--- config.mk ---
export PLATFORM = sky130hd
export DESIGN_NAME = fetch_pc_gen
export DESIGN_NICKNAME = d
export VERILOG_FILES = /design/src/logic/isa_pkg.sv /design/src/logic/fetch_pkg.sv /design/src/logic/fetch_pc_gen.sv
export VERILOG_INCLUDE_DIRS = /design/src /design/src/logic
export SDC_FILE = /design/constraint.sdc
export NUM_CORES = 1
export LEC_CHECK = 0
export ABC_AREA = 0
export BUFFER_PORTS_ARGS = -buffer_cell sky130_fd_sc_hd__clkbuf_2
export CORE_MARGIN = 3
export CORE_UTILIZATION = 54
export DETAILED_ROUTE_END_ITERATION = 16
export MAX_ROUTING_LAYER = met4
export PLACE_DENSITY = 0.88
export SLEW_MARGIN = 20
export SYNTH_ARGS = -nofsm -noshare
export SYNTH_HDL_FRONTEND = slang
export SYNTH_SLANG_ARGS = --single-unit
--- constraint.sdc ---
create_clock -name clk -period 2.4 [get_ports clk]
set_input_delay 0.48 -clock clk [delete_from_list [all_inputs] [get_ports clk]]
set_output_delay 0.48 -clock clk [all_outputs]
set_load 0.02 [all_outputs]
--- src/logic/fetch_macros.svh ---
`ifndef FETCH_MACROS_SVH
`define FETCH_MACROS_SVH

// Width of a byte address on the fetch side
`define FETCH_XLEN 32

// Instruction RAM depth in 32-bit words
`define FETCH_IMEM_WORDS 256

// Number of direct-mapped branch target buffer entries, a power of two
`define FETCH_BTB_ENTRIES 16

`endif

--- src/logic/isa_pkg.sv ---
`include "fetch_macros.svh"

// RV32 view of the instruction stream as seen by the fetch front end
package isa_pkg;

  // Instructions are always 32 bits wide in RV32 without the C extension
  localparam int ILEN = 32;

  // One raw instruction word as it comes out of the instruction RAM
  typedef logic [ILEN-1:0] instr_t;

  // Byte address used for the PC and for every fetch target
  typedef logic [`FETCH_XLEN-1:0] addr_t;

  // Canonical NOP is addi x0, x0, 0
  // Opcode OP-IMM is 7'b0010011 and every other field is zero
  localparam instr_t I_NOP = 32'h0000_0013;

  // Sequential step between two instructions in bytes
  localparam addr_t INSTR_BYTES = addr_t'(ILEN / 8);

endpackage

--- src/logic/fetch_pkg.sv ---
`include "fetch_macros.svh"

// Bundles that travel between the blocks of the fetch front end
package fetch_pkg;

  // Word index width of the instruction RAM
  localparam int IMEM_AW = $clog2(`FETCH_IMEM_WORDS);

  // Branch target buffer answer for one fetch address
  typedef struct packed {
    logic           hit;
    logic           taken;
    isa_pkg::addr_t target;
  } pred_t;

  // One fetched slot handed to the consumer
  typedef struct packed {
    logic            valid;
    isa_pkg::addr_t  pc;
    isa_pkg::addr_t  pc_plus4;
    isa_pkg::instr_t instr;
    pred_t           pred;
  } fetch_bundle_t;

  // Write of one branch into the buffer, keyed by the branch PC
  typedef struct packed {
    isa_pkg::addr_t pc;
    isa_pkg::addr_t target;
  } btb_update_t;

  // Program loader write into the instruction RAM, addressed in words
  typedef struct packed {
    logic [IMEM_AW-1:0] addr;
    isa_pkg::instr_t    data;
  } imem_load_t;

endpackage

--- src/logic/fetch_pc_gen.sv ---
module fetch_pc_gen (
  input  logic              clk,
  input  logic              rst_n,
  input  logic              redirect,
  input  isa_pkg::addr_t    redirect_pc,
  input  fetch_pkg::pred_t  pred,
  input  logic              m_ready,
  input  logic              fetch_grant,
  output isa_pkg::addr_t    fetch_addr,
  output fetch_pkg::pred_t  pred_fetch,
  output logic              advance
);

  // Address of the most recent fetch that actually went to the RAM
  isa_pkg::addr_t pc;
  isa_pkg::addr_t pc_next;
  // Redirect that arrived while fetch was stalled and is still owed
  logic           pend;
  isa_pkg::addr_t pend_pc;
  // Low until the first fetch after reset, so address zero goes out first
  logic           primed;

  // Fetch only moves when the consumer accepts and the RAM port is ours
  assign advance = m_ready && fetch_grant;

  // Next address, redirect first, then a held redirect, then the prediction
  always_comb begin
    if (redirect) begin
      pc_next = redirect_pc;
    end else if (pend) begin
      pc_next = pend_pc;
    end else if (pred_fetch.hit && pred_fetch.taken) begin
      pc_next = pred_fetch.target;
    end else if (primed) begin
      pc_next = pc + isa_pkg::INSTR_BYTES;
    end else begin
      pc_next = pc;
    end
  end

  // Early fetch: the RAM sees the next address in the same cycle
  assign fetch_addr = pc_next;

  // Prediction is captured with its address so it lines up with the RAM data
  always_ff @(posedge clk) begin
    if (!rst_n) begin
      pc         <= '0;
      pred_fetch <= '0;
      primed     <= 1'b0;
      pend       <= 1'b0;
    end else if (advance) begin
      pc         <= pc_next;
      pred_fetch <= pred;
      primed     <= 1'b1;
      pend       <= 1'b0;
    end else if (redirect) begin
      pend <= 1'b1;
    end
  end

  // Target of a stalled redirect, only meaningful while pend is set
  always_ff @(posedge clk) begin
    if (redirect) begin
      pend_pc <= redirect_pc;
    end
  end

endmodule

### Word-level counts from Yosys, hierarchy flattened

Index checks and enable logic that the tools add are counted.

* register bits: 100
* bits in latches: 0
* bits in writable memories: 0
* ROM bits: 0
* bits of input ports: 71
* output and inout port bits: 67
* logic and storage cells: 16
* memories kept: 0

* add/subtract/negate cells: 1
* multipliers: 0
* div/mod/pow operators: 0
* magnitude comparators: 0
* eq/ne operators: 0
* shift-type cells: 0
* multiplexer cells: 4
* bitwise logic cells: 1
* reduce and logical (&&, ||, !) cells: 3

Operator list (count)
* $mux W32: 4
* $add A32 B3 Y32 const B: 1
* $logic_and A1 B1 Y1: 2
* $reduce_or A2 Y1: 1
* $not A1 Y1: 1

### Depth between registers and ports, before layout

* depth in word-level cells: 5
* gate-level depth with buffers: 8
* gate-level depth less buffers: 6

### Least setup slack after synthesis

OpenSTA, ideal clock, no wires.

* kind: flip-flop to output port
* start: register pc[2]
* end: output port fetch_addr[24]
* arrival: 1.962 ns
* data required time: 1.920 ns
* setup slack: -0.042 ns
* cell stages (with the launch flop): 9
* buffers on the path: 2
* cell sequence: dfxtp_1 -> ha_1 -> and4_1 -> buf_4 -> and4_1 -> buf_2 -> nand4_1 -> xor2_1 -> o21ai_0

* word-level cells in the longest chain between the ends: 5

Ends and longest elaborated chain
* start: declaration: line fetch_pc_gen.sv:15 `isa_pkg::addr_t pc;`
* start signal: assignment: line fetch_pc_gen.sv:52 `pc <= pc_next;`
* $add A32 B3 Y32: line fetch_pc_gen.sv:35 `pc_next = pc + isa_pkg::INSTR_BYTES;`
* $mux W32: line fetch_pc_gen.sv:34 `end else if (primed) begin`
* $mux W32: line fetch_pc_gen.sv:32 `end else if (pred_fetch.hit && pred_fetch.taken) begin`
* $mux W32: line fetch_pc_gen.sv:30 `end else if (pend) begin`
* $mux W32: line fetch_pc_gen.sv:28 `if (redirect) begin`
* end: declaration: line fetch_pc_gen.sv:9 `output isa_pkg::addr_t fetch_addr,`

Every way passes these cells.

### Worst setup path after layout

* start: register pc[2]
* end: output port fetch_addr[5]

The elaborated chain is that of the path after synthesis.

==> summary.txt <==
Floorplanning
  • Starting density of the core: 55.9%
  • DIE AREA: 11500 sq um
  • Std-Cell Rows: 36
  • Die Y: 107 um
  • Die width: approximately 110 um
  • I/O pin count: roughly 140
  • Core area: 9860 sq um

CTS
  • Sink Count: 100
  • Number of CTS-inserted buffers: 9
  • Clock buffer depth: 2
  • Worst-path clk slew: 0.11 ns
  • CTS tree: yes
  • Root buf cell: clkbuf_8
  • CTS H-tree depth: 3
  • Clock Latency Late Sink: 0.41 ns

Route
  • First-pass DRT Iterations: 6
  • Vias: 6318
  • Met2 wire len: 9.41 mm
  • Highest metal used: met4
  • Violation count after the first detailed-route iteration: 644
  • Length of routed wiring on met1: 8.08 mm
  • Wire length per cell: 20.5 um
  • Antenna viol nets, final: 0
  • Drt drc: 0
  • Routed wire length: between 20 and 25 mm
  • Vias per cell: around 6.3
  • Routed wire length on met3: 2.05 mm

Setup path
  • Critical path arrival: 2.18 ns
  • Startpoint types: register
  • Crit-path cells: buf_6 > buf_6 > nand4_1 > xor2_1 > o211ai_1 > o21ai_1 > mux2i_1 > buf_4
  • Max incr delay on CP: between 0.3 and 0.4 ns
  • Setup CP Type: reg2out
  • Worst path slowest cell: dfxtp_4
  • Buf/Inv on CP: 3
  • CP most frequent cell: buf_6
  • Critical Path RT: between 1.5 and 2 ns
  • Max FO, Critical Path: 2
  • Crit path max-delay family: compound AO/OA/AOI/OAI gates
  • CP Capture Type: primary output

Finish
  • Commonest non-fill, non-tap cell in the layout: nand2_1
  • Syn-to-layout area delta: 39.6%
  • Nets: 940
  • Antenna Cells: 0
  • Design Area, Final: 7700 sq um
  • Share of layout cells above drive strength 1: between 40% and 50%
  • Final Util: a little under 80%
  • Most frequent cells in the layout: nand2_1, clkbuf_2, buf_4
  • Fill cells: 649

Outcome
  • Failing checks: negative setup slack
  • Status: finished with violations

Run
  • Max Cap Viol: 0

Timing
  • Maximum clock rate: 0.375 GHz
  • Setup-failing EPs final: 28
  • RSZ-0062 raised after global routing: true
  • Hold Violations, Final: 0
  • Crit share post-route: 111%
  • Setup Skew: 0.0182 ns
  • Worst-margin pin slew: 0.503 ns
  • Worst rel slew slack: 66.2%
  • Final Max Tran Viols: 0
  • Period minus WS final: 2.66 ns
  • Final worst slack: -0.263 ns
  • Final TNS setup: -4.81 ns

Power and ir drop
  • Power Total: 3880 uW
  • Clock Power Share: 26.3%
  • Seq pwr share: approximately half
  • Leak: 0.00326 uW
  • Logic gate share of total power: 24.0%
  • Switching fraction of total power: 32.3%
  • P_sw: 1260 uW
  • VDD IR max: 555 uV
  • Internal power: 2630 uW
  • Pwr Density: 504 nW/um^2

GRT
  • Largest net degree at the start of global routing: 67
  • Initial antenna violation count: 0
  • Vias in the first global route: 5726
  • Total GRT Usage: 34.4%
  • Overflow after GRT: 0
  • Global-route wire length before repair: 29.8 mm

Yosys
  • Flops & latches, synth: 100
  • Synth area leader: dfxtp_1
  • Ys Warns: 0
  • Register area share after synthesis: 42.1%
  • Area contributors post-synth: dfxtp_1, edfxtp_1, nand2_1
  • Synth Cell Area: 5520 sq um
  • Synth unique cells: 67
  • Most used DFF post-synth: dfxtp_1
  • Avg Inst Size Synth: 8.28 sq um
  • Post-Synthesis Cells: 666
  • Share of the synthesized area in the top cell type: 24.7%
  • EDFF count, synth: 32
  • Mapped Nets: about 740
  • Ys async rst share: 0%

Place
  • # port buffers: 137
  • Placed cell area: roughly 6700 sq um
  • Final GP Congestion: 0.979
  • Final HPWL DP: ~14 mm

Worst hold path
  • Hold Path Class: in2reg
## per-layer routing
layer / global-route usage [%] / vias to the layer above
met5: - / -
li1: - / 2839
met4: 16.0 / 0
met2: 51.7 / 438
met3: 9.45 / 80
met1: 43.1 / 2961
## sequential cells by signal (all words and copies together) (netlist names)
register	flops
pc	32
pend_pc	32
primed	1
pend	1
pred_fetch	34
## power by group through the flow
stage               sequential, uW  combinational (uW)  clock, uW
floorplan                     1970                 414          0
global placement              1950                 759          0
detailed placement            1960                 777          0
CTS                           1920                 859       1010
global route                  1940                 989       1100
finish                        1930                 932       1020
## logic make-up after synthesis
| group | count (synthesis) | synth area share [%] |
|---|---|---|
| buffers and inverters | 74 | 5.72 |
| and+or+nand+nor | 263 | 23.6 |
| adders and majority gates | 1 | 0.227 |
| muxes | 16 | 2.99 |
| xor gates and xnor gates | 18 | 2.86 |
| DFF | 100 | 42.1 |
| AOI/OAI and AO/OA | 194 | 22.5 |
## synthesized netlist by cell type (15+ instances only)
cell and number:
a21oi_1 76, buf_2 18, clkbuf_1 29, dfxtp_1 68, edfxtp_1 32, inv_1 19
nand2_1 124, nand3_1 25, nand4_1 15, nor2_1 31, o21ai_0 30
## worst reg2reg max path: stages, from the launching register on
cell      delay (ns)
dfxtp_4         0.39
ha_4            0.14
and4_4          0.25
buf_6           0.15
xnor2_4         0.08
a211oi_2        0.22
a21oi_2         0.06
buf_4           0.14
buf_4           0.13
buf_4           0.12
buf_4           0.12
buf_4           0.12
buf_4           0.12
buf_4           0.12
o221ai_2        0.14
## worst paths after layout
path,slack (ns),start,to,cells past startpoint
max reg2reg,0.04,pc[2],pc[6],14
min,0.27,redirect_pc[11],pend_pc[11],1
max,-0.26,pc[2],fetch_addr[5],8
min reg2reg,0.48,pred_fetch[16],pred_fetch[16],2
## stage by stage
step           worst slack, ns  hold WS, ns  cells
5_1_grt                 -0.350        0.244   1006
2_1_floorplan         -0.00399        0.487    666
3_3_place_gp            0.0478        0.457    952
6_report                -0.263        0.268   1006
4_1_cts                 -0.272        0.259    992
3_5_place_dp            0.0171        0.465    952
## area by class of cell
class / count / area [sq um] / share of cell area (%)
sequential: 100 / 2360 / 30.7
multi-input combinational: 492 / 3160 / 41.1
timing repair buffer: 244 / 1760 / 22.8
inverter: 21 / 78.8 / 1.02
clock inverter: 7 / 47.5 / 0.618
clock buffer: 9 / 124 / 1.61
tap: 133 / 166 / 2.16
## timing repair
item	CTS	global route
hold endpoints to repair	0	0
setup endpoints to repair	32	33
gates resized for setup	94	77
setup buffers	24	15
hold buffers	0	0
pin swaps	29	38
(Power assumes the default switching activity.)
