[src/logic/fetch_macros.svh]
`ifndef FETCH_MACROS_SVH
`define FETCH_MACROS_SVH

// Width of a byte address on the fetch side
`define FETCH_XLEN 32

// Instruction RAM depth in 32-bit words
`define FETCH_IMEM_WORDS 256

// Number of direct-mapped branch target buffer entries, a power of two
`define FETCH_BTB_ENTRIES 16

`endif

[src/logic/isa_pkg.sv]
`include "fetch_macros.svh"

// RV32 view of the instruction stream as seen by the fetch front end
package isa_pkg;

  // Instructions are always 32 bits wide in RV32 without the C extension
  localparam int ILEN = 32;

  // One raw instruction word as it comes out of the instruction RAM
  typedef logic [ILEN-1:0] instr_t;

  // Byte address used for the PC and for every fetch target
  typedef logic [`FETCH_XLEN-1:0] addr_t;

  // Canonical NOP is addi x0, x0, 0
  // Opcode OP-IMM is 7'b0010011 and every other field is zero
  localparam instr_t I_NOP = 32'h0000_0013;

  // Sequential step between two instructions in bytes
  localparam addr_t INSTR_BYTES = addr_t'(ILEN / 8);

endpackage

[src/logic/fetch_pkg.sv]
`include "fetch_macros.svh"

// Bundles that travel between the blocks of the fetch front end
package fetch_pkg;

  // Word index width of the instruction RAM
  localparam int IMEM_AW = $clog2(`FETCH_IMEM_WORDS);

  // Branch target buffer answer for one fetch address
  typedef struct packed {
    logic           hit;
    logic           taken;
    isa_pkg::addr_t target;
  } pred_t;

  // One fetched slot handed to the consumer
  typedef struct packed {
    logic            valid;
    isa_pkg::addr_t  pc;
    isa_pkg::addr_t  pc_plus4;
    isa_pkg::instr_t instr;
    pred_t           pred;
  } fetch_bundle_t;

  // Write of one branch into the buffer, keyed by the branch PC
  typedef struct packed {
    isa_pkg::addr_t pc;
    isa_pkg::addr_t target;
  } btb_update_t;

  // Program loader write into the instruction RAM, addressed in words
  typedef struct packed {
    logic [IMEM_AW-1:0] addr;
    isa_pkg::instr_t    data;
  } imem_load_t;

endpackage

[src/logic/fetch_stage_bram.sv]
module fetch_stage_bram (
  input  logic                     clk,
  input  logic                     rst_n,
  input  isa_pkg::addr_t           fetch_addr,
  input  logic                     m_ready,
  input  logic                     if_id_flush,
  input  fetch_pkg::pred_t         pred_if,
  output logic                     imem_ren,
  output isa_pkg::addr_t           imem_raddr,
  input  isa_pkg::instr_t          imem_rdata,
  output fetch_pkg::fetch_bundle_t bundle
);

  // Address whose word is sitting in the RAM output register
  isa_pkg::addr_t   addr_q;
  // Slot in the RAM output is a real fetch and not a reset or stale leftover
  logic             started;

  // Output slot registers
  logic             valid_q;
  isa_pkg::addr_t   pc_q;
  isa_pkg::addr_t   pc_plus4_q;
  isa_pkg::instr_t  instr_q;
  fetch_pkg::pred_t pred_q;

  // The RAM is addressed with the next PC, one cycle ahead of the slot
  assign imem_raddr = fetch_addr;

  // Read enable follows reset so the RAM is already running when it ends
  assign imem_ren = !rst_n || m_ready;

  // Track the address beside the RAM read so they stay paired under stalls
  always_ff @(posedge clk) begin
    if (m_ready) begin
      addr_q <= fetch_addr;
    end
  end

  // First advancing cycle after reset only fills the RAM output
  // A flush while stalled leaves a wrong-path word there, so it is dropped
  always_ff @(posedge clk) begin
    if (!rst_n) begin
      started <= 1'b0;
    end else if (m_ready) begin
      started <= 1'b1;
    end else if (if_id_flush) begin
      started <= 1'b0;
    end
  end

  // PC, PC plus 4 and prediction keep moving through a flush
  // Only the instruction and its valid bit are killed
  always_ff @(posedge clk) begin
    if (m_ready) begin
      pc_q       <= addr_q;
      pc_plus4_q <= addr_q + isa_pkg::INSTR_BYTES;
      pred_q     <= pred_if;
    end
  end

  // Instruction register, NOP on reset and on flush
  always_ff @(posedge clk) begin
    if (!rst_n || if_id_flush) begin
      instr_q <= isa_pkg::I_NOP;
    end else if (m_ready) begin
      instr_q <= imem_rdata;
    end
  end

  // Slot validity, it lags the started flag by one advancing cycle
  always_ff @(posedge clk) begin
    if (!rst_n || if_id_flush) begin
      valid_q <= 1'b0;
    end else if (m_ready) begin
      valid_q <= started;
    end
  end

  always_comb begin
    bundle.valid    = valid_q;
    bundle.pc       = pc_q;
    bundle.pc_plus4 = pc_plus4_q;
    bundle.instr    = instr_q;
    bundle.pred     = pred_q;
  end

endmodule

[config.mk]
export PLATFORM = sky130hd
export DESIGN_NAME = fetch_stage_bram
export DESIGN_NICKNAME = d
export VERILOG_FILES = /design/src/logic/isa_pkg.sv /design/src/logic/fetch_pkg.sv /design/src/logic/fetch_stage_bram.sv
export VERILOG_INCLUDE_DIRS = /design/src /design/src/logic
export SDC_FILE = /design/constraint.sdc
export NUM_CORES = 1
export LEC_CHECK = 0
export BUFFER_PORTS_ARGS = -buffer_cell sky130_fd_sc_hd__clkbuf_2
export CAP_MARGIN = 20
export CORE_MARGIN = 3
export CORE_UTILIZATION = 47
export CTS_BUF_LIST = sky130_fd_sc_hd__clkbuf_16
export DETAILED_ROUTE_END_ITERATION = 12
export PLACE_DENSITY = 0.8
export SKIP_LAST_GASP = 1
export SLEW_MARGIN = 15
export SYNTH_ARGS = -nofsm -noshare
export SYNTH_HDL_FRONTEND = slang
export SYNTH_SLANG_ARGS = --single-unit
[constraint.sdc]
create_clock -name clk -period 1.85 [get_ports clk]
set_input_delay 0.37 -clock clk [delete_from_list [all_inputs] [get_ports clk]]
set_output_delay 0.37 -clock clk [all_outputs]
set_load 0.01 [all_outputs]
* Word level (Yosys, flattened, before mapping)
Cells that the tools add are included.
** Operators by class
- Add/sub/neg operators :: 1
- Mux-type cells :: 2
- Reduce and logical (&&, ||, !) cells :: 4
** Operators by type and width (number)
- $add A32 B3 Y32 const B :: 1
- $logic_or A1 B1 Y1 :: 2
- $mux W1 :: 2
- $reduce_bool A2 Y1 :: 1
- $logic_not A1 Y1 :: 1
** Word-level totals
- Bits in registers :: 164
- Bits of input ports :: 102
- Output and inout port bits :: 164
- Word-level logic and storage cells :: 16

* Logic depth before layout (Yosys ltp)
Gate-level depths: netlist of the first run.
- Depth in word-level cells :: 2
- Gate-level depth with buffers :: 5
- Mapped depth without buffers :: 5

* Worst setup path after synthesis of the first run
OpenSTA, ideal clock, no wires.
- Path type :: register to register
- Start :: reg addr_q[2]
- End :: reg pc_plus4_q[28], data pin
- Setup time :: 258 ps
- Arrival time :: 1405 ps
- Data required time :: 1592 ps
- Path slack :: 187 ps
- Cell stages (with the launch flop) :: 6
- Buffers on the path :: 0
- Period minus slack after synthesis :: 1663 ps
- Cells stage by stage :: edfxtp_1 ha_1 nand4_1 nor4_1 nand4_1 xnor2_1
** On the way
- Longest elaborated chain between the ends :: 1
** RTL lines
- start: declaration :: line fetch_stage_bram.sv:15 : isa_pkg::addr_t addr_q;
- start signal: assignment :: line fetch_stage_bram.sv:35 : addr_q <= fetch_addr;
- $add A32 B3 Y32 :: line fetch_stage_bram.sv:56 : pc_plus4_q <= addr_q + isa_pkg::INSTR_BYTES;
- end signal: assignment :: line fetch_stage_bram.sv:56
- end: declaration :: line fetch_stage_bram.sv:22 : isa_pkg::addr_t pc_plus4_q;
No other way between the ends.
A chain may end at the register's enable or synchronous reset.

* Worst setup path after layout of the first run
Ends and elaborated chain as after synthesis.

==> results of run 1 <==
[Yosys cell counts (2+ instances only)]
cell	count
a211o_1	3
and3_1	3
and4_1	4
buf_2	3
buf_4	35
clkbuf_1	4
dfxtp_1	34
edfxtp_1	128
inv_1	4
mux2i_1	30
nand2_1	11
nand2b_1	3
nand3_1	8
nand4_1	9
nor2_1	38
nor2b_1	4
nor3_1	3
nor4_1	2
xnor2_1	19
xor2_1	9
[layout make-up]
type,instances,area [µm²]
Clock buffer,17,425
Tap cell,168,210
Inverter,4,15.0
Timing Repair Buffer,278,1470
Clock inverter,15,215
Fill cell,867,4230
Multi-Input combinational cell,154,1070
Sequential cell,162,4520
[stage by stage]
stage	worst slack [ps]	std cells	cell area [µm²]	setup TNS (ps)	total power, mW
5_1_grt	-7.86	798	7930	-7.86	9.13
2_1_floorplan	187	363	5900	0	4.71
4_1_cts	75.8	798	7920	0	8.91
3_3_place_gp	153	766	7280	0	5.11
3_5_place_dp	83.5	766	7280	0	5.14
6_report	125	798	7930	0	8.81
[timing repair]
item / 4_1_cts / 5_1_grt
setup endpoints to repair: 0 / 3
setup buffers: 0 / 0
gates resized for setup: 0 / 3
[worst max-delay path by stage]
stage / end / depth (start not counted)
after floorplan: pc_plus4_q[28]$_DFFE_PP_ / 5
after global placement: pc_plus4_q[28]$_DFFE_PP_ / 6
after detailed placement: pc_plus4_q[28]$_DFFE_PP_ / 6
after CTS: pc_plus4_q[28]$_DFFE_PP_ / 6
after global routing: pc_plus4_q[28]$_DFFE_PP_ / 6
final: pc_plus4_q[28]$_DFFE_PP_ / 6
[cells by family (layout without fill, tap and decap cells)]
family                     Yosys count  in the layout  share of synthesized area
xor gates and xnor gates            28             28                     0.0416
and+or+nand+nor                     91             91                     0.0796
DFF                                162            162                      0.767
muxes                               30             30                     0.0509
buffers and inverters               47            314                     0.0528
AOI/OAI and AO/OA                    4              4                    0.00573
adders and majority gates            1              1                    0.00212
[flip-flops by register name (all words and copies together), names as in the netlist]
| signal | flops |
|---|---|
| valid_q | 1 |
| started | 1 |
| pc_q | 32 |
| pc_plus4_q | 30 |
| bundle | 34 |
| addr_q | 32 |
| instr_q | 32 |
[per-layer routing]
layer	vias up	track usage
met5	-	0
met4	0	0.0813
met3	18	0.0605
met2	213	0.355
met1	1767	0.216
li1	1791	-
[power by group through the flow]
stage | combinational, mW | sequential (mW) | clock [mW]
5_1_grt | 0.773 | 4.36 | 3.99
4_1_cts | 0.724 | 4.34 | 3.84
3_5_place_dp | 0.719 | 4.42 | 0
3_3_place_gp | 0.702 | 4.40 | 0
6_report | 0.715 | 4.34 | 3.76
2_1_floorplan | 0.221 | 4.49 | 0
==> reports/results.ini, run 1 <==
[status]
status=finished clean

[routing]
wl_met2_um=7240
routedWlPerCell_um=17.2
wl_met1_um=5130
drt_iter0_drc=241
met3_length_um=1140
vias=3789
maxUsedRoutingLayer=met4
drt-pass1-iter-count=4
remaining_drc_errors=0
ant_nets=0
wl_um=13700
routed_via_density=4.75

[worst_setup_path]
critical_path.max_stage_delay_ps=420
arrival_ps=1880
critPathLaunchType=register
reg2regPathDepth=6
crit_top_cell=nand4_1
crit_path_top_delay_cell=edfxtp_1
crit_type=register to register
crit_family=simple AND/OR/NAND/NOR gates
worst_setup_path_end_kind=register
timing.rr.start=addr_q[2]$_DFFE_PP_
rrSetupSlack_ps=130
worstPathMaxFanout=5
cp_num_buf_inv=1
critPathLaunch=addr_q[2]$_DFFE_PP_
worstPathCellList=ha_2 -> nand4_1 -> nor4_2 -> buf_4 -> nand4_1 -> xnor2_1
timing.rr.end=pc_plus4_q[28]$_DFFE_PP_
worst_ep_required_time_ps=2010

[floorplanning]
initial_core_util=0.485
core-area_um2=12200
ios=266
die_y_um=118
fp.dieArea_um2=13900
rows=40
die_w_um=118

[clocking]
path_clk_slew_ps=60
cts-htree-levels=4
ctsHoldBuffers=0
cts_buffers=17
clk_latency_ps=410
cts_tree=yes
root_buffer=clkbuf_16
clockBufferDepth=2
cts_sinks=162

[sta]
finalCritPeriodShare=0.932
hold_viol=0
tightestPinTransition_ps=482
period_minus_slack_ps=1720
hold-worst-slack_ps=127
relSlewSlack=0.679
max_freq_ghz=0.580
drv_slew=0
setup_violations=0
clock_skew_ps=7.45
rsz0062_at_grt=true

[min_path]
whs_path_depth=1
holdCritPathClass=primary input to register
hold_path_end=bundle[9]$_DFFE_PP_
worstHoldStart=pred_if[9]

[global_routing]
grt_pass1_wl_um=20700
grt_overflow=0
grt_usage=0.197
antenna_found_initial=0
grt_max_degree=50
grt_pass1_vias=3871

[synth]
synthArstFlopShare=0
seq_area_frac_synth=0.767
synth-seq-cells=162
syn-instance-count=363
ys_types=29
syn-num-nets=466
post_synth.cell_area_avg_um2=16.2
syn-cell-area_um2=5900
yosys-top-cells-area=edfxtp_1 65%, dfxtp_1 12%, mux2i_1 5.1%, buf_4 4.5%, xnor2_1 2.8%
yosys.area.top_type=edfxtp_1
synth_enable_flop_cells=128
yosysWarnings=0
synth_ff_type=edfxtp_1
synth.top_cell.area_share=0.652

[cells_and_area]
layout.nets=720
n_antenna_cell=0
layout-drive-gt1-share=0.502
mostFrequentLayoutCell=clkbuf_2
fin_util=0.652
final_cell_mix=264 x clkbuf_2, 128 x edfxtp_1, 38 x nor2_1
syn_to_final_growth_pct=34.5

[power_and_ir_drop]
peakVddDrop_uv=491
cellLeakagePower_nw=3.46
pwr-share-clk=0.427
p_int_mw=6.91
p_switching_mw=1.90
p_seq_frac=0.492
p_sw_frac=0.216
pwr-share-comb=0.081
powerDensity_nw_per_um2=1110

[job]
max_cap_violations=0

[place]
port_buffers=265
place_hpwl_um=10400
gp_congestion=0.801

(Power assumes the default switching activity.)
==> run 2, diff against run 1 <==
--- a/config.mk
+++ b/config.mk
@@ -6,13 +6,13 @@
 export SDC_FILE = /design/constraint.sdc
 export NUM_CORES = 1
 export LEC_CHECK = 0
-export BUFFER_PORTS_ARGS = -buffer_cell sky130_fd_sc_hd__clkbuf_2
 export CAP_MARGIN = 20
 export CORE_MARGIN = 3
-export CORE_UTILIZATION = 47
+export CORE_UTILIZATION = 50
 export CTS_BUF_LIST = sky130_fd_sc_hd__clkbuf_16
 export DETAILED_ROUTE_END_ITERATION = 12
-export PLACE_DENSITY = 0.8
+export DONT_BUFFER_PORTS = 1
+export PLACE_DENSITY = 0.7
 export SKIP_LAST_GASP = 1
 export SLEW_MARGIN = 15
 export SYNTH_ARGS = -nofsm -noshare
==> constraint.sdc (replaced) <==
create_clock -name clk -period 1.85 [get_ports clk]
set_input_delay 0.185 -clock clk [delete_from_list [all_inputs] [get_ports clk]]
set_output_delay 0.185 -clock clk [all_outputs]
set_load 0.01 [all_outputs]
==> run 2 against run 1 <==
The run now fails in 4_1_cts; synthesized cell count did not move; area after synthesis stayed put.
==> reports/results.ini, run 2 <==
[status]
status=did not finish
stop_stage=4_1_cts
firstError=[ERROR RSZ-0060] Max buffer count reached.

[synth]
synth.top_cell.area_share=0.652
syn-cell-area_um2=5900
yosys.area.top_type=edfxtp_1
yosysWarnings=0
yosysMostFrequentCell=edfxtp_1
synth_ff_type=edfxtp_1
post_synth.cell_area_avg_um2=16.2
synthTopCellsByCount=128 x edfxtp_1, 38 x nor2_1, 35 x buf_4, 34 x dfxtp_1, 30 x mux2i_1
ys_types=29
syn-instance-count=363
synth-seq-cells=162
syn-num-nets=466
yosys-top-cells-area=edfxtp_1 65%, dfxtp_1 12%, mux2i_1 5.1%, buf_4 4.5%, xnor2_1 2.8%
seq_area_frac_synth=0.767
synthArstFlopShare=0
synth_enable_flop_cells=128

[clocking]
cts-htree-levels=4
cts_sinks=162
postCtsSetupBuffers=0
clockBufferDepth=2
root_buffer=clkbuf_16
cts_buffers=17
cts-resized-gates=0
ctsHoldBuffers=102

[floorplanning]
die_w_um=115
die_y_um=115
ios=266
rows=39
initial_core_util=0.514

[place]
gp_congestion=0.781
port_buffers=0
place_hpwl_um=7490

[run 2: cells by family after synthesis]
logic type               share of synthesized area
AO/OA/AOI/OAI                              0.00573
XOR/XNOR                                    0.0416
adder cells (fa/ha/maj)                    0.00212
buffers and inverters                       0.0528
flip-flops                                   0.767
multiplexers                                0.0509
AND/OR/NAND/NOR                             0.0796
[run 2: metrics by stage]
step                setup slack, ps  cells   util  cell area [µm²]
floorplan                       187    363      -             5900
global placement               60.7    472  0.510             5850
detailed placement             63.3    472  0.510             5850
==> run 3, diff against run 2 <==
--- a/config.mk
+++ b/config.mk
@@ -8,11 +8,10 @@
 export LEC_CHECK = 0
 export CAP_MARGIN = 20
 export CORE_MARGIN = 3
-export CORE_UTILIZATION = 50
-export CTS_BUF_LIST = sky130_fd_sc_hd__clkbuf_16
+export CORE_UTILIZATION = 35
 export DETAILED_ROUTE_END_ITERATION = 12
 export DONT_BUFFER_PORTS = 1
-export PLACE_DENSITY = 0.7
+export PLACE_DENSITY_LB_ADDON = 0.15
 export SKIP_LAST_GASP = 1
 export SLEW_MARGIN = 15
 export SYNTH_ARGS = -nofsm -noshare
==> run 3 against run 2 <==
The run again fails in 4_1_cts; synthesized cell count did not move; area after synthesis did not move.
==> reports/results.ini, run 3 <==
[status]
status=did not finish
stop_stage=4_1_cts
firstError=[ERROR RSZ-0060] Max buffer count reached.

[place]
gp_congestion=0.702
port_buffers=0
place_worst_setup_slack_ps=119
dp.cells=550
place_hpwl_um=8050

[clocking]
cts-htree-levels=4
cts_sinks=162
cts_buffers=17
ctsHoldBuffers=118
clockBufferDepth=2
cts-resized-gates=0
postCtsSetupBuffers=0
root_buffer=clkbuf_16

[synth]
ys_types=29
post_synth.cell_area_avg_um2=16.2
syn-instance-count=363
synth_enable_flop_cells=128
yosysMostFrequentCell=edfxtp_1
seq_area_frac_synth=0.767
synthTopCellsByCount=128 x edfxtp_1, 38 x nor2_1, 35 x buf_4, 34 x dfxtp_1, 30 x mux2i_1
synth_ff_type=edfxtp_1
yosysWarnings=0
synth-seq-cells=162
synthArstFlopShare=0
syn-num-nets=466
syn-cell-area_um2=5900
yosys-top-cells-area=edfxtp_1 65%, dfxtp_1 12%, mux2i_1 5.1%, buf_4 4.5%, xnor2_1 2.8%
yosys.area.top_type=edfxtp_1
synth.top_cell.area_share=0.652

[floorplanning]
die_w_um=136
initial_core_util=0.365
rows=46
die_y_um=136
ios=266

## run 3: cell counts after synthesis
Identical to the previous run, type by type.
## run 3: kinds of logic after synthesis
group / count (synthesis) / share of synthesized area
flip-flops: 162 / 0.767
AND/OR/NAND/NOR: 91 / 0.0796
buffers and inverters: 47 / 0.0528
multiplexers: 30 / 0.0509
XOR/XNOR: 28 / 0.0416
AO/OA/AOI/OAI: 4 / 0.00573
adder cells (fa/ha/maj): 1 / 0.00212
## run 3: stage by stage
step	instance area, µm²	hold slack, ps	utilization
2_1_floorplan	5900	284	-
3_3_place_gp	5980	284	0.369
3_5_place_dp	5980	284	0.369
