$ cat config.mk
export PLATFORM = sky130hd
export DESIGN_NAME = branch_target_buffer
export DESIGN_NICKNAME = d
export VERILOG_FILES = /design/src/logic/isa_pkg.sv /design/src/logic/fetch_pkg.sv /design/src/logic/branch_target_buffer.sv
export VERILOG_INCLUDE_DIRS = /design/src /design/src/logic
export SDC_FILE = /design/constraint.sdc
export NUM_CORES = 1
export LEC_CHECK = 0
export BUFFER_PORTS_ARGS = -buffer_cell sky130_fd_sc_hd__buf_2
export CORE_MARGIN = 2
export CORE_UTILIZATION = 25
export CTS_CLUSTER_SIZE = 30
export DETAILED_ROUTE_END_ITERATION = 10
export GPL_TIMING_DRIVEN = 0
export PLACE_DENSITY_LB_ADDON = 0.2
export SYNTH_ARGS = -nofsm -noshare
export SYNTH_HDL_FRONTEND = slang
export SYNTH_SLANG_ARGS = --single-unit
$ cat constraint.sdc
create_clock -name clk -period 15.95 [get_ports clk]
set_input_delay 2.3925 -clock clk [delete_from_list [all_inputs] [get_ports clk]]
set_output_delay 2.3925 -clock clk [all_outputs]
set_load 0.01 [all_outputs]
$ cat src/logic/fetch_macros.svh
`ifndef FETCH_MACROS_SVH
`define FETCH_MACROS_SVH

// Width of a byte address on the fetch side
`define FETCH_XLEN 32

// Instruction RAM depth in 32-bit words
`define FETCH_IMEM_WORDS 256

// Number of direct-mapped branch target buffer entries, a power of two
`define FETCH_BTB_ENTRIES 16

`endif

$ cat src/logic/isa_pkg.sv
`include "fetch_macros.svh"

// RV32 view of the instruction stream as seen by the fetch front end
package isa_pkg;

  // Instructions are always 32 bits wide in RV32 without the C extension
  localparam int ILEN = 32;

  // One raw instruction word as it comes out of the instruction RAM
  typedef logic [ILEN-1:0] instr_t;

  // Byte address used for the PC and for every fetch target
  typedef logic [`FETCH_XLEN-1:0] addr_t;

  // Canonical NOP is addi x0, x0, 0
  // Opcode OP-IMM is 7'b0010011 and every other field is zero
  localparam instr_t I_NOP = 32'h0000_0013;

  // Sequential step between two instructions in bytes
  localparam addr_t INSTR_BYTES = addr_t'(ILEN / 8);

endpackage

$ cat src/logic/fetch_pkg.sv
`include "fetch_macros.svh"

// Bundles that travel between the blocks of the fetch front end
package fetch_pkg;

  // Word index width of the instruction RAM
  localparam int IMEM_AW = $clog2(`FETCH_IMEM_WORDS);

  // Branch target buffer answer for one fetch address
  typedef struct packed {
    logic           hit;
    logic           taken;
    isa_pkg::addr_t target;
  } pred_t;

  // One fetched slot handed to the consumer
  typedef struct packed {
    logic            valid;
    isa_pkg::addr_t  pc;
    isa_pkg::addr_t  pc_plus4;
    isa_pkg::instr_t instr;
    pred_t           pred;
  } fetch_bundle_t;

  // Write of one branch into the buffer, keyed by the branch PC
  typedef struct packed {
    isa_pkg::addr_t pc;
    isa_pkg::addr_t target;
  } btb_update_t;

  // Program loader write into the instruction RAM, addressed in words
  typedef struct packed {
    logic [IMEM_AW-1:0] addr;
    isa_pkg::instr_t    data;
  } imem_load_t;

endpackage

$ cat src/logic/branch_target_buffer.sv
`include "fetch_macros.svh"

module branch_target_buffer (
  input  logic                   clk,
  input  logic                   rst_n,
  input  isa_pkg::addr_t         lookup_addr,
  output fetch_pkg::pred_t       pred,
  input  logic                   update,
  input  fetch_pkg::btb_update_t update_data
);

  // Index comes from word address bits, the rest of the address is the tag
  localparam int IW = $clog2(`FETCH_BTB_ENTRIES);
  localparam int TW = `FETCH_XLEN - IW - 2;

  logic [`FETCH_BTB_ENTRIES-1:0] valid_q;
  logic [TW-1:0]                 tag_q    [`FETCH_BTB_ENTRIES];
  isa_pkg::addr_t                target_q [`FETCH_BTB_ENTRIES];

  logic [IW-1:0] rd_idx;
  logic [TW-1:0] rd_tag;
  logic [IW-1:0] wr_idx;
  logic          hit;

  assign rd_idx = lookup_addr[IW+1:2];
  assign rd_tag = lookup_addr[`FETCH_XLEN-1:IW+2];
  assign wr_idx = update_data.pc[IW+1:2];

  // Full tag compare, so aliasing branches never steer fetch
  assign hit = valid_q[rd_idx] && (tag_q[rd_idx] == rd_tag);

  // Every stored branch is treated as taken
  always_comb begin
    pred.hit    = hit;
    pred.taken  = hit;
    pred.target = target_q[rd_idx];
  end

  // Only the valid bits need clearing, a stale tag is harmless without them
  always_ff @(posedge clk) begin
    if (!rst_n) begin
      valid_q <= '0;
    end else if (update) begin
      valid_q[wr_idx] <= 1'b1;
    end
  end

  // Update lands at the edge, lookups see it from the next cycle on
  always_ff @(posedge clk) begin
    if (update) begin
      tag_q[wr_idx]    <= update_data.pc[`FETCH_XLEN-1:IW+2];
      target_q[wr_idx] <= update_data.target;
    end
  end

endmodule

After elaboration in Yosys (flattened, before gate mapping) --
Memories as Yosys holds them, arrays and structs flattened. Cells that the tools add are included. Widths: inputs -> output; s select.
Cells by class: bitwise operators 1, reduce and logical (&&, ||, !) cells 2, multiplexer cells 6, eq/ne operators 1, $lt $le $gt $ge 3
Operators by type and width (number):
- $eq 26x26->1 | 1
- $or 16x16->16 | 1
- $lt 4x5->1 const B | 2
- $bmux 1 s4 | 1
- $demux 1 s4 | 1
- $ge 4x1->1 const B | 1
- $mux 1 | 4
- $logic_and 1x1->1 | 2
Storage, ports and cells: RAM bits 928, memories kept 2, flip-flop bits (word level) 16, output and inout port bits 34
Memory list:
- target_q | depth 16, bits a word 32, read ports 1, clocked after Yosys merged registers in 0, write ports 1, RTL line branch_target_buffer.sv:18 | isa_pkg::addr_t target_q [`FETCH_BTB_ENTRIES];
- tag_q | depth 16, bits a word 26, read ports 1, clocked after Yosys merged registers in 0, write ports 1, RTL line branch_target_buffer.sv:17 | logic [TW-1:0] tag_q [`FETCH_BTB_ENTRIES];

Logic depth before layout (Yosys ltp) --
Gate-level depths: netlist of the first run.
depth after elaboration 5, depth in mapped cells 13

Worst setup path after synthesis of the first run --
Ideal clock, no wire load.
path type in2reg, start point input port update_data[35] (netlist bit), end point memory tag_q[0][0] (netlist bit) (enable), setup time 0.548 ns, data arrival time 6.905 ns, path slack 8.496 ns, stages on the path 2, cells stage by stage or3b_2 -> nor3_1
RTL lines:
- start, declared | RTL line branch_target_buffer.sv:9 | input fetch_pkg::btb_update_t update_data
- end, declared | RTL line branch_target_buffer.sv:17
Straight into the memory's write port.

Final worst setup path of the first run --
start point input port lookup_addr[3], end point output port pred[33] (netlist bit)
Between the ends: word-level cells in the longest chain between the ends 3, elaborated cells between the ends (all ways) 5, classes of those cells 1 x eq/ne; 2 x mux; 1 x reduce/logical; 1 x memory
RTL lines:
- start, declared | RTL line branch_target_buffer.sv:6 | input isa_pkg::addr_t lookup_addr,
- $mem_v2 16x26 / $bmux 1 s4 (equally long branches)
- $eq 26x26->1 / $mux 1 (equally long branches) | RTL line branch_target_buffer.sv:30 | assign hit = valid_q[rd_idx] && (tag_q[rd_idx] == rd_tag);
- $logic_and 1x1->1 (*) | RTL line branch_target_buffer.sv:30
- end, declared | RTL line branch_target_buffer.sv:7 | output fetch_pkg::pred_t pred,
Mark *: on every way between the ends. The rest lies on a longest branch, timed or not. The select of a mux whose other input is x is not followed.

==> flow_summary_export.csv, run 1 <==
group,metric,value,unit
route,wl_per_cell,26.66,um
floorplan,die_x,384.7,um
route,firstDrtPassIters,5,
timing,tightest_slew,1396,ps
route,wl,101.8,mm
critical_path,path_class,"in2out",
floorplan,ios,133,
timing,max_slew_margin,0.06949,
timing,timing.fmax,0.1131,GHz
floorplan,coreArea,0.1438,sq mm
flow_run,drv_cap,0,
placed_design,port_buffers,125,
yosys,synth_top_family_by_area,"multiplexers",
yosys,avgSynthCellArea,23.67,sq um
cells_and_area,register_area,0.02819,sq mm
yosys,synth_warnings,0,
yosys,synth_fp_nets,1630,
pwr,internal-power,4.238,mW
floorplan,dieArea,0.1480,sq mm
timing,worst_clock_skew,0,ps
yosys,synth-compound-area-share,0.01623,
clocking,clk_path_buf_depth,3,
yosys,synth-edff-count,928,
timing,finalCritPeriodShare,0.5546,
pwr,swShare,0.2139,
global_routing,grt_pass1_wl,142.6,mm
cells_and_area,fillers,13810,
global_routing,grt_remaining_overflow,0,
clocking,cts_tree,"yes",
critical_path,critPathRequiredTime,13560,ps
route,drcViolationCount,0,
clocking,htreeDepth,3,
yosys,synthFlopType,"edfxtp_1",
timing,finalHoldViolCount,0,
placed_design,gp_routability_congestion,0.7967,
timing,slew_viol_final,0,
global_routing,antenna_found_initial,26,
clocking,holdBufCountCts,0,
clocking,numClockSinks,944,
critical_path,worstPathArrival,6450,ps
cells_and_area,multi_input_area,0.007706,sq mm
pwr,power.switching,1.153,mW
yosys,synth-adder-area-share,0,
worst_hold_path,hold_path_class,"reg2reg",
pwr,combinationalPowerShare,0.059,
worst_hold_path,hold_end,"valid_q[0]",
cells_and_area,layout_common_cells,"edfxtp_1 (928), mux4_2 (263), buf_2 (153), clkbuf_16 (97), mux2i_1 (48)",
pwr,peakVddDrop,75.35,uV
cells_and_area,post-route-util,0.3041,
yosys,synth_mux_area_frac,0.1770,
yosys,ys_async_sr_fraction,0,
run_status,outcome,"finished clean",
critical_path,crit-reg2reg-launch,"valid_q[14]",
route,vias_per_cell,4.524,
critical_path,r2r_end,"valid_q[14]",
clocking,cts_buffers,96,
global_routing,grt_pass1_vias,18180,
route,antenna_left,0,
yosys,synth.distinct_cells,49,
global_routing,globalRouteTotalUtil,0.1380,
placed_design,place_hpwl,68.92,mm
timing,finalCriticalPeriod,8845,ps
yosys,synth_area,0.03624,sq mm
clocking,cts-root-buf,"clkbuf_16",
route,drt-initial-drc-count,1673,
critical_path,reg2reg_slack,15350,ps
pwr,p_clk_frac,0.424,
critical_path,crit_path_end_kind,"primary output",
critical_path,start_kind,"input pin",
floorplan,num_rows,139,
yosys,syn_inst,1531,
yosys,yosysSeqAreaShare,0.7778,
clocking,clk_pin_slew,60,ps
clocking,cts_resized,0,
cells_and_area,nets,1927,
timing,final-setup-viol-count,0,
clocking,post_cts_buffers,0,
floorplan,start_util,0.2520,
worst_hold_path,hp-start,"valid_q[0]",
worst_hold_path,hold_depth,1,
timing,fin_tns_setup,0,ps
critical_path,crit_fanout,10,
cells_and_area,syn_to_final_growth,20.69,%
yosys,synthSimpleGateAreaFrac,0.01129,
floorplan,fp.dieH,384.7,um
critical_path,r2r.worst_path.cells,1,
pwr,power.density,123.3,mW/mm^2
cells_and_area,final_common_cell,"edfxtp_1",
yosys,yosys_register_bits,944,
pwr,p_leak,13.74,nW
global_routing,grt_start_max_net_pins,21,
clocking,clock_latency,670,ps
pwr,power.share.sequential,0.517,
cells_and_area,final_layout_size_suffix_gt1_frac,0.3487,
yosys,synthXorXnorAreaFrac,0.005075,
route,vias,17270,
timing,grt_setup_unrepaired,"no",
==> worst max-delay path by stage <==
stage                               start           to  slack, ps  cells past startpoint
final                      lookup_addr[3]     pred[33]       7100                     12
after global routing       lookup_addr[3]     pred[32]       6810                     12
after CTS                  lookup_addr[3]     pred[33]       7010                     12
after global placement    update_data[34]  tag_q[2][8]       1620                      3
after detailed placement   lookup_addr[3]     pred[33]       7040                     12
after floorplan           update_data[35]  tag_q[0][0]       8500                      2
==> cells in the mapped netlist, drive strengths merged (2+ instances only) <==
cell type,n,area share
nor4,3,0.00052
nor3,7,0.00097
xnor2,15,0.0036
nand2b,2,0.00035
nand3,11,0.0015
o22a,2,0.00048
mux4,263,0.16
nand4,9,0.0016
o22ai,9,0.0016
clkbuf,27,0.0028
a21oi,10,0.0014
and2,2,0.00035
o221ai,2,0.00048
xor2,6,0.0015
o21a,16,0.0033
nand2,16,0.0017
nor2,20,0.0021
dfxtp,16,0.0088
clkinv,2,0.00021
a31oi,2,0.00035
a221oi,4,0.00097
nand3b,2,0.00041
a21boi,2,0.00041
a22o,3,0.00073
a211oi,2,0.00055
a22oi,12,0.0025
o21ai,10,0.0014
o2bb2ai,4,0.00097
nor2b,5,0.00086
mux2i,48,0.013
inv,13,0.0013
edfxtp,928,0.77
buf,47,0.0082
==> layer usage <==
| metal | part of all wire | track usage |
|---|---|---|
| met1 | 0.42 | 0.1785 |
| met2 | 0.50 | 0.2360 |
| met3 | 0.061 | 0.03261 |
| met4 | 0.020 | 0.02778 |
| met5 | 0.0016 | 0 |
==> cell families (layout without fill, tap and decap cells) <==
logic type | after synthesis | count (layout)
flip-flops | 944 | 944
multiplexers | 312 | 312
buffers and inverters | 89 | 468
AO/OA/AOI/OAI | 83 | 83
AND/OR/NAND/NOR | 82 | 82
XOR/XNOR | 21 | 21
other | 0 | 5
==> power by group through the flow <==
stage	sequential [mW]	clock, mW	combinational, mW
6_report	2.78	2.29	0.320
5_1_grt	2.79	2.44	0.346
4_1_cts	2.78	2.35	0.331
3_5_place_dp	2.84	0	0.331
3_3_place_gp	2.84	0	0.311
2_1_floorplan	2.84	0	0.171
==> per-stage QoR <==
stage | total power, mW | cell area [sq um] | hold slack [ps] | cells | setup slack (ps)
after floorplan | 3.008 | 36240 | 435.4 | 1531 | 8496
after global placement | 3.155 | 39250 | 440.9 | 3559 | 1617
after detailed placement | 3.168 | 40540 | 451.7 | 3633 | 7043
after CTS | 5.462 | 43720 | 468.1 | 3813 | 7010
final | 5.391 | 43740 | 464.3 | 3818 | 7105
after global routing | 5.577 | 43720 | 485.5 | 3813 | 6807
==> worst max-delay path: stages <==
cell	delay (ps)
buf_2	110
buf_2	400
buf_2	500
clkbuf_1	770
clkbuf_1	860
a211oi_1	110
a21oi_1	340
nand4_1	170
nor3_1	200
and4_1	330
buf_4	140
buf_2	110
==> flip-flops by register name, indices dropped and copies added (netlist names) <==
name	count
tag_q	416
target_q	512
valid_q	16
==> layout make-up <==
cell class	instances	area share
flip-flops and latches	944	0.6445
multi-input cells	498	0.1762
clock buffers	121	0.05848
well taps	1903	0.05444
repair buffers	199	0.04134
clock inverters	59	0.01436
plain buffers	74	0.009126
inverters	15	0.001287
diodes	5	0.0002861
No activity file was read; power rests on OpenSTA's default activity.
==> inputs of run 2 (changes only) <==
--- a/config.mk
+++ b/config.mk
@@ -6,6 +6,7 @@
 export SDC_FILE = /design/constraint.sdc
 export NUM_CORES = 1
 export LEC_CHECK = 0
+export ABC_AREA = 1
 export BUFFER_PORTS_ARGS = -buffer_cell sky130_fd_sc_hd__buf_2
 export CORE_MARGIN = 2
 export CORE_UTILIZATION = 25
==> constraint.sdc (replaced) <==
create_clock -name clk -period 8.84 [get_ports clk]
set_input_delay 1.326 -clock clk [delete_from_list [all_inputs] [get_ports clk]]
set_output_delay 1.326 -clock clk [all_outputs]
set_load 0.01 [all_outputs]
==> flow_summary_export.csv, run 2 <==
group,metric,value,unit
global_routing,grt_start_max_net_pins,23,
timing,grt_setup_unrepaired,"no",
clocking,cts_resized,0,
global_routing,grt_remaining_overflow,0,
timing,tightest_slew,1258,ps
yosys,yosys_register_bits,944,
placed_design,place_hpwl,94.01,mm
global_routing,globalRouteTotalUtil,0.1820,
clocking,clock_latency,700,ps
global_routing,grt_pass1_vias,24690,
floorplan,die_x,394.1,um
critical_path,r2r.worst_path.cells,1,
run_status,outcome,"finished clean",
clocking,clk_path_buf_depth,3,
worst_hold_path,hold_depth,2,
route,vias_per_cell,4.702,
cells_and_area,nets,3472,
placed_design,place_worst_setup_slack,2712,ps
placed_design,port_buffers,126,
yosys,yosysSeqAreaShare,0.7408,
timing,timing.fmax,0.1647,GHz
floorplan,start_util,0.2511,
critical_path,critPathRequiredTime,7510,ps
timing,worst_slack,2769,ps
worst_hold_path,hold_path_class,"reg2reg",
route,vias,25770,
route,drt-initial-drc-count,2643,
cells_and_area,final_common_cell,"edfxtp_1",
timing,max_slew_margin,0.1614,
floorplan,fp.dieH,394.1,um
floorplan,ios,133,
clocking,holdBufCountCts,0,
floorplan,num_rows,143,
yosys,synthFlopType,"edfxtp_1",
critical_path,crit_fanout,10,
route,wl,144.3,mm
cells_and_area,largest_register_ffs,512,
clocking,post_cts_buffers,0,
pwr,peakVddDrop,137.7,uV
clocking,cts-root-buf,"clkbuf_16",
timing,slew_viol_final,0,
clocking,cts_tree,"yes",
floorplan,coreArea,0.1515,sq mm
timing,worst_clock_skew,0,ps
yosys,avgSynthCellArea,12.30,sq um
clocking,cts_buffers,100,
timing,finalCritPeriodShare,0.6867,
yosys,synth_area_leaders,"edfxtp_1 (73%), nand2_1 (5.9%), nor2_1 (4.2%)",
cells_and_area,largest_register,"target_q",
critical_path,start_kind,"input pin",
route,firstDrtPassIters,5,
route,wl_per_cell,26.33,um
global_routing,antenna_found_initial,20,
yosys,synth-edff-count,928,
yosys,synth_warnings,0,
critical_path,crit_path_end_kind,"primary output",
cells_and_area,reg.largest.list,"target_q (512), tag_q (416), valid_q (16)",
cells_and_area,final_layout_size_suffix_gt1_frac,0.1221,
yosys,synth_area,0.03805,sq mm
cells_and_area,multi_input_area,0.008401,sq mm
cells_and_area,fillers,15500,
critical_path,path_class,"in2out",
timing,finalHoldViolCount,0,
yosys,synth_top_area_share,0.7324,
route,drcViolationCount,0,
global_routing,grt_pass1_wl,199.3,mm
cells_and_area,syn_to_final_growth,19.76,%
cells_and_area,layout_common_cells,"edfxtp_1 (928), nand2_1 (597), nor2_1 (407), nand3_1 (263), o21ai_0 (261)",
pwr,power,9.891,mW
timing,hold_slack,460.4,ps
pwr,power.density,217.1,mW/mm^2
pwr,p_leak,15.85,nW
yosys,synth.distinct_cells,25,
cells_and_area,register_area,0.02819,sq mm
yosys,ys_async_sr_fraction,0,
yosys,yosysMostFrequentCell,"edfxtp_1",
floorplan,dieArea,0.1553,sq mm
timing,final-setup-viol-count,0,
clocking,clk_pin_slew,60,ps
timing,finalCriticalPeriod,6071,ps
placed_design,gp_routability_congestion,0.7823,
flow_run,drv_cap,0,
clocking,htreeDepth,3,
critical_path,worstPathArrival,4740,ps
route,antenna_left,0,
yosys,yosys-top-cells-count,"edfxtp_1 (928), nand2_1 (597), nor2_1 (423)",
yosys,synth.largest_area_cell,"edfxtp_1",
clocking,numClockSinks,944,
yosys,synth_fp_nets,3192,
yosys,syn_inst,3093,
==> run 2: cells by family after synthesis <==
| logic type | Yosys count | synth area share |
|---|---|---|
| buffers and inverters | 352 | 0.04153 |
| and+or+nand+nor | 1299 | 0.1379 |
| DFF | 944 | 0.7408 |
| AOI/OAI and AO/OA | 498 | 0.07978 |
==> run 2: worst paths after layout <==
check / startpoint / to / slack (ps)
worst min register to register: valid_q[11] / valid_q[11] / 460
worst max register to register: valid_q[0] / valid_q[0] / 8220
worst min-delay path: valid_q[11] / valid_q[11] / 460
worst max-delay path: lookup_addr[3] / pred[32] / 2770
==> run 2: power breakdown <==
group          leakage, nW  total (mW)  internal [mW]  switching, mW
Sequential            8.51        5.02           5.01         0.0185
Clock                 1.52        4.11           2.27           1.84
Combinational         5.82       0.759          0.189          0.570
==> run 2: per-layer routing <==
metal	wire, um	vias up	track usage
met2	68160	929	0.2982
li1	-	11620	-
met1	63590	13020	0.2516
met4	2807	18	0.03866
met3	9642	181	0.03166
met5	115	-	0
==> run 2: cell type report <==
cell class              count  area share
diodes                      2   0.0001098
plain buffers             197     0.02191
clock buffers             127     0.05808
clock inverters            50    0.009720
inverters                 155     0.01277
multi-input cells        1797      0.1844
flip-flops and latches    944      0.6186
well taps                2030     0.05574
repair buffers            178     0.03872
==> run 2: stage by stage <==
stage               cells  setup TNS, ps  utilization  area, sq um
finish               5480              0       0.3007        45570
global placement     5249         -88380       0.2720        41220
global route         5478              0       0.3006        45560
detailed placement   5301              0       0.2803        42470
floorplan            3093              0            -        38050
CTS                  5478              0       0.3006        45560
==> run 2: critical path, stage by stage <==
cell,delay [ps]
buf_2,190
inv_2,190
buf_1,910
nand3_1,300
nand3_1,180
nand3_1,110
nand3_1,240
nand2_1,80
nor2_1,100
nand2_1,60
nor2_1,200
nand2_1,250
nor2_1,300
buf_4,160
buf_2,110
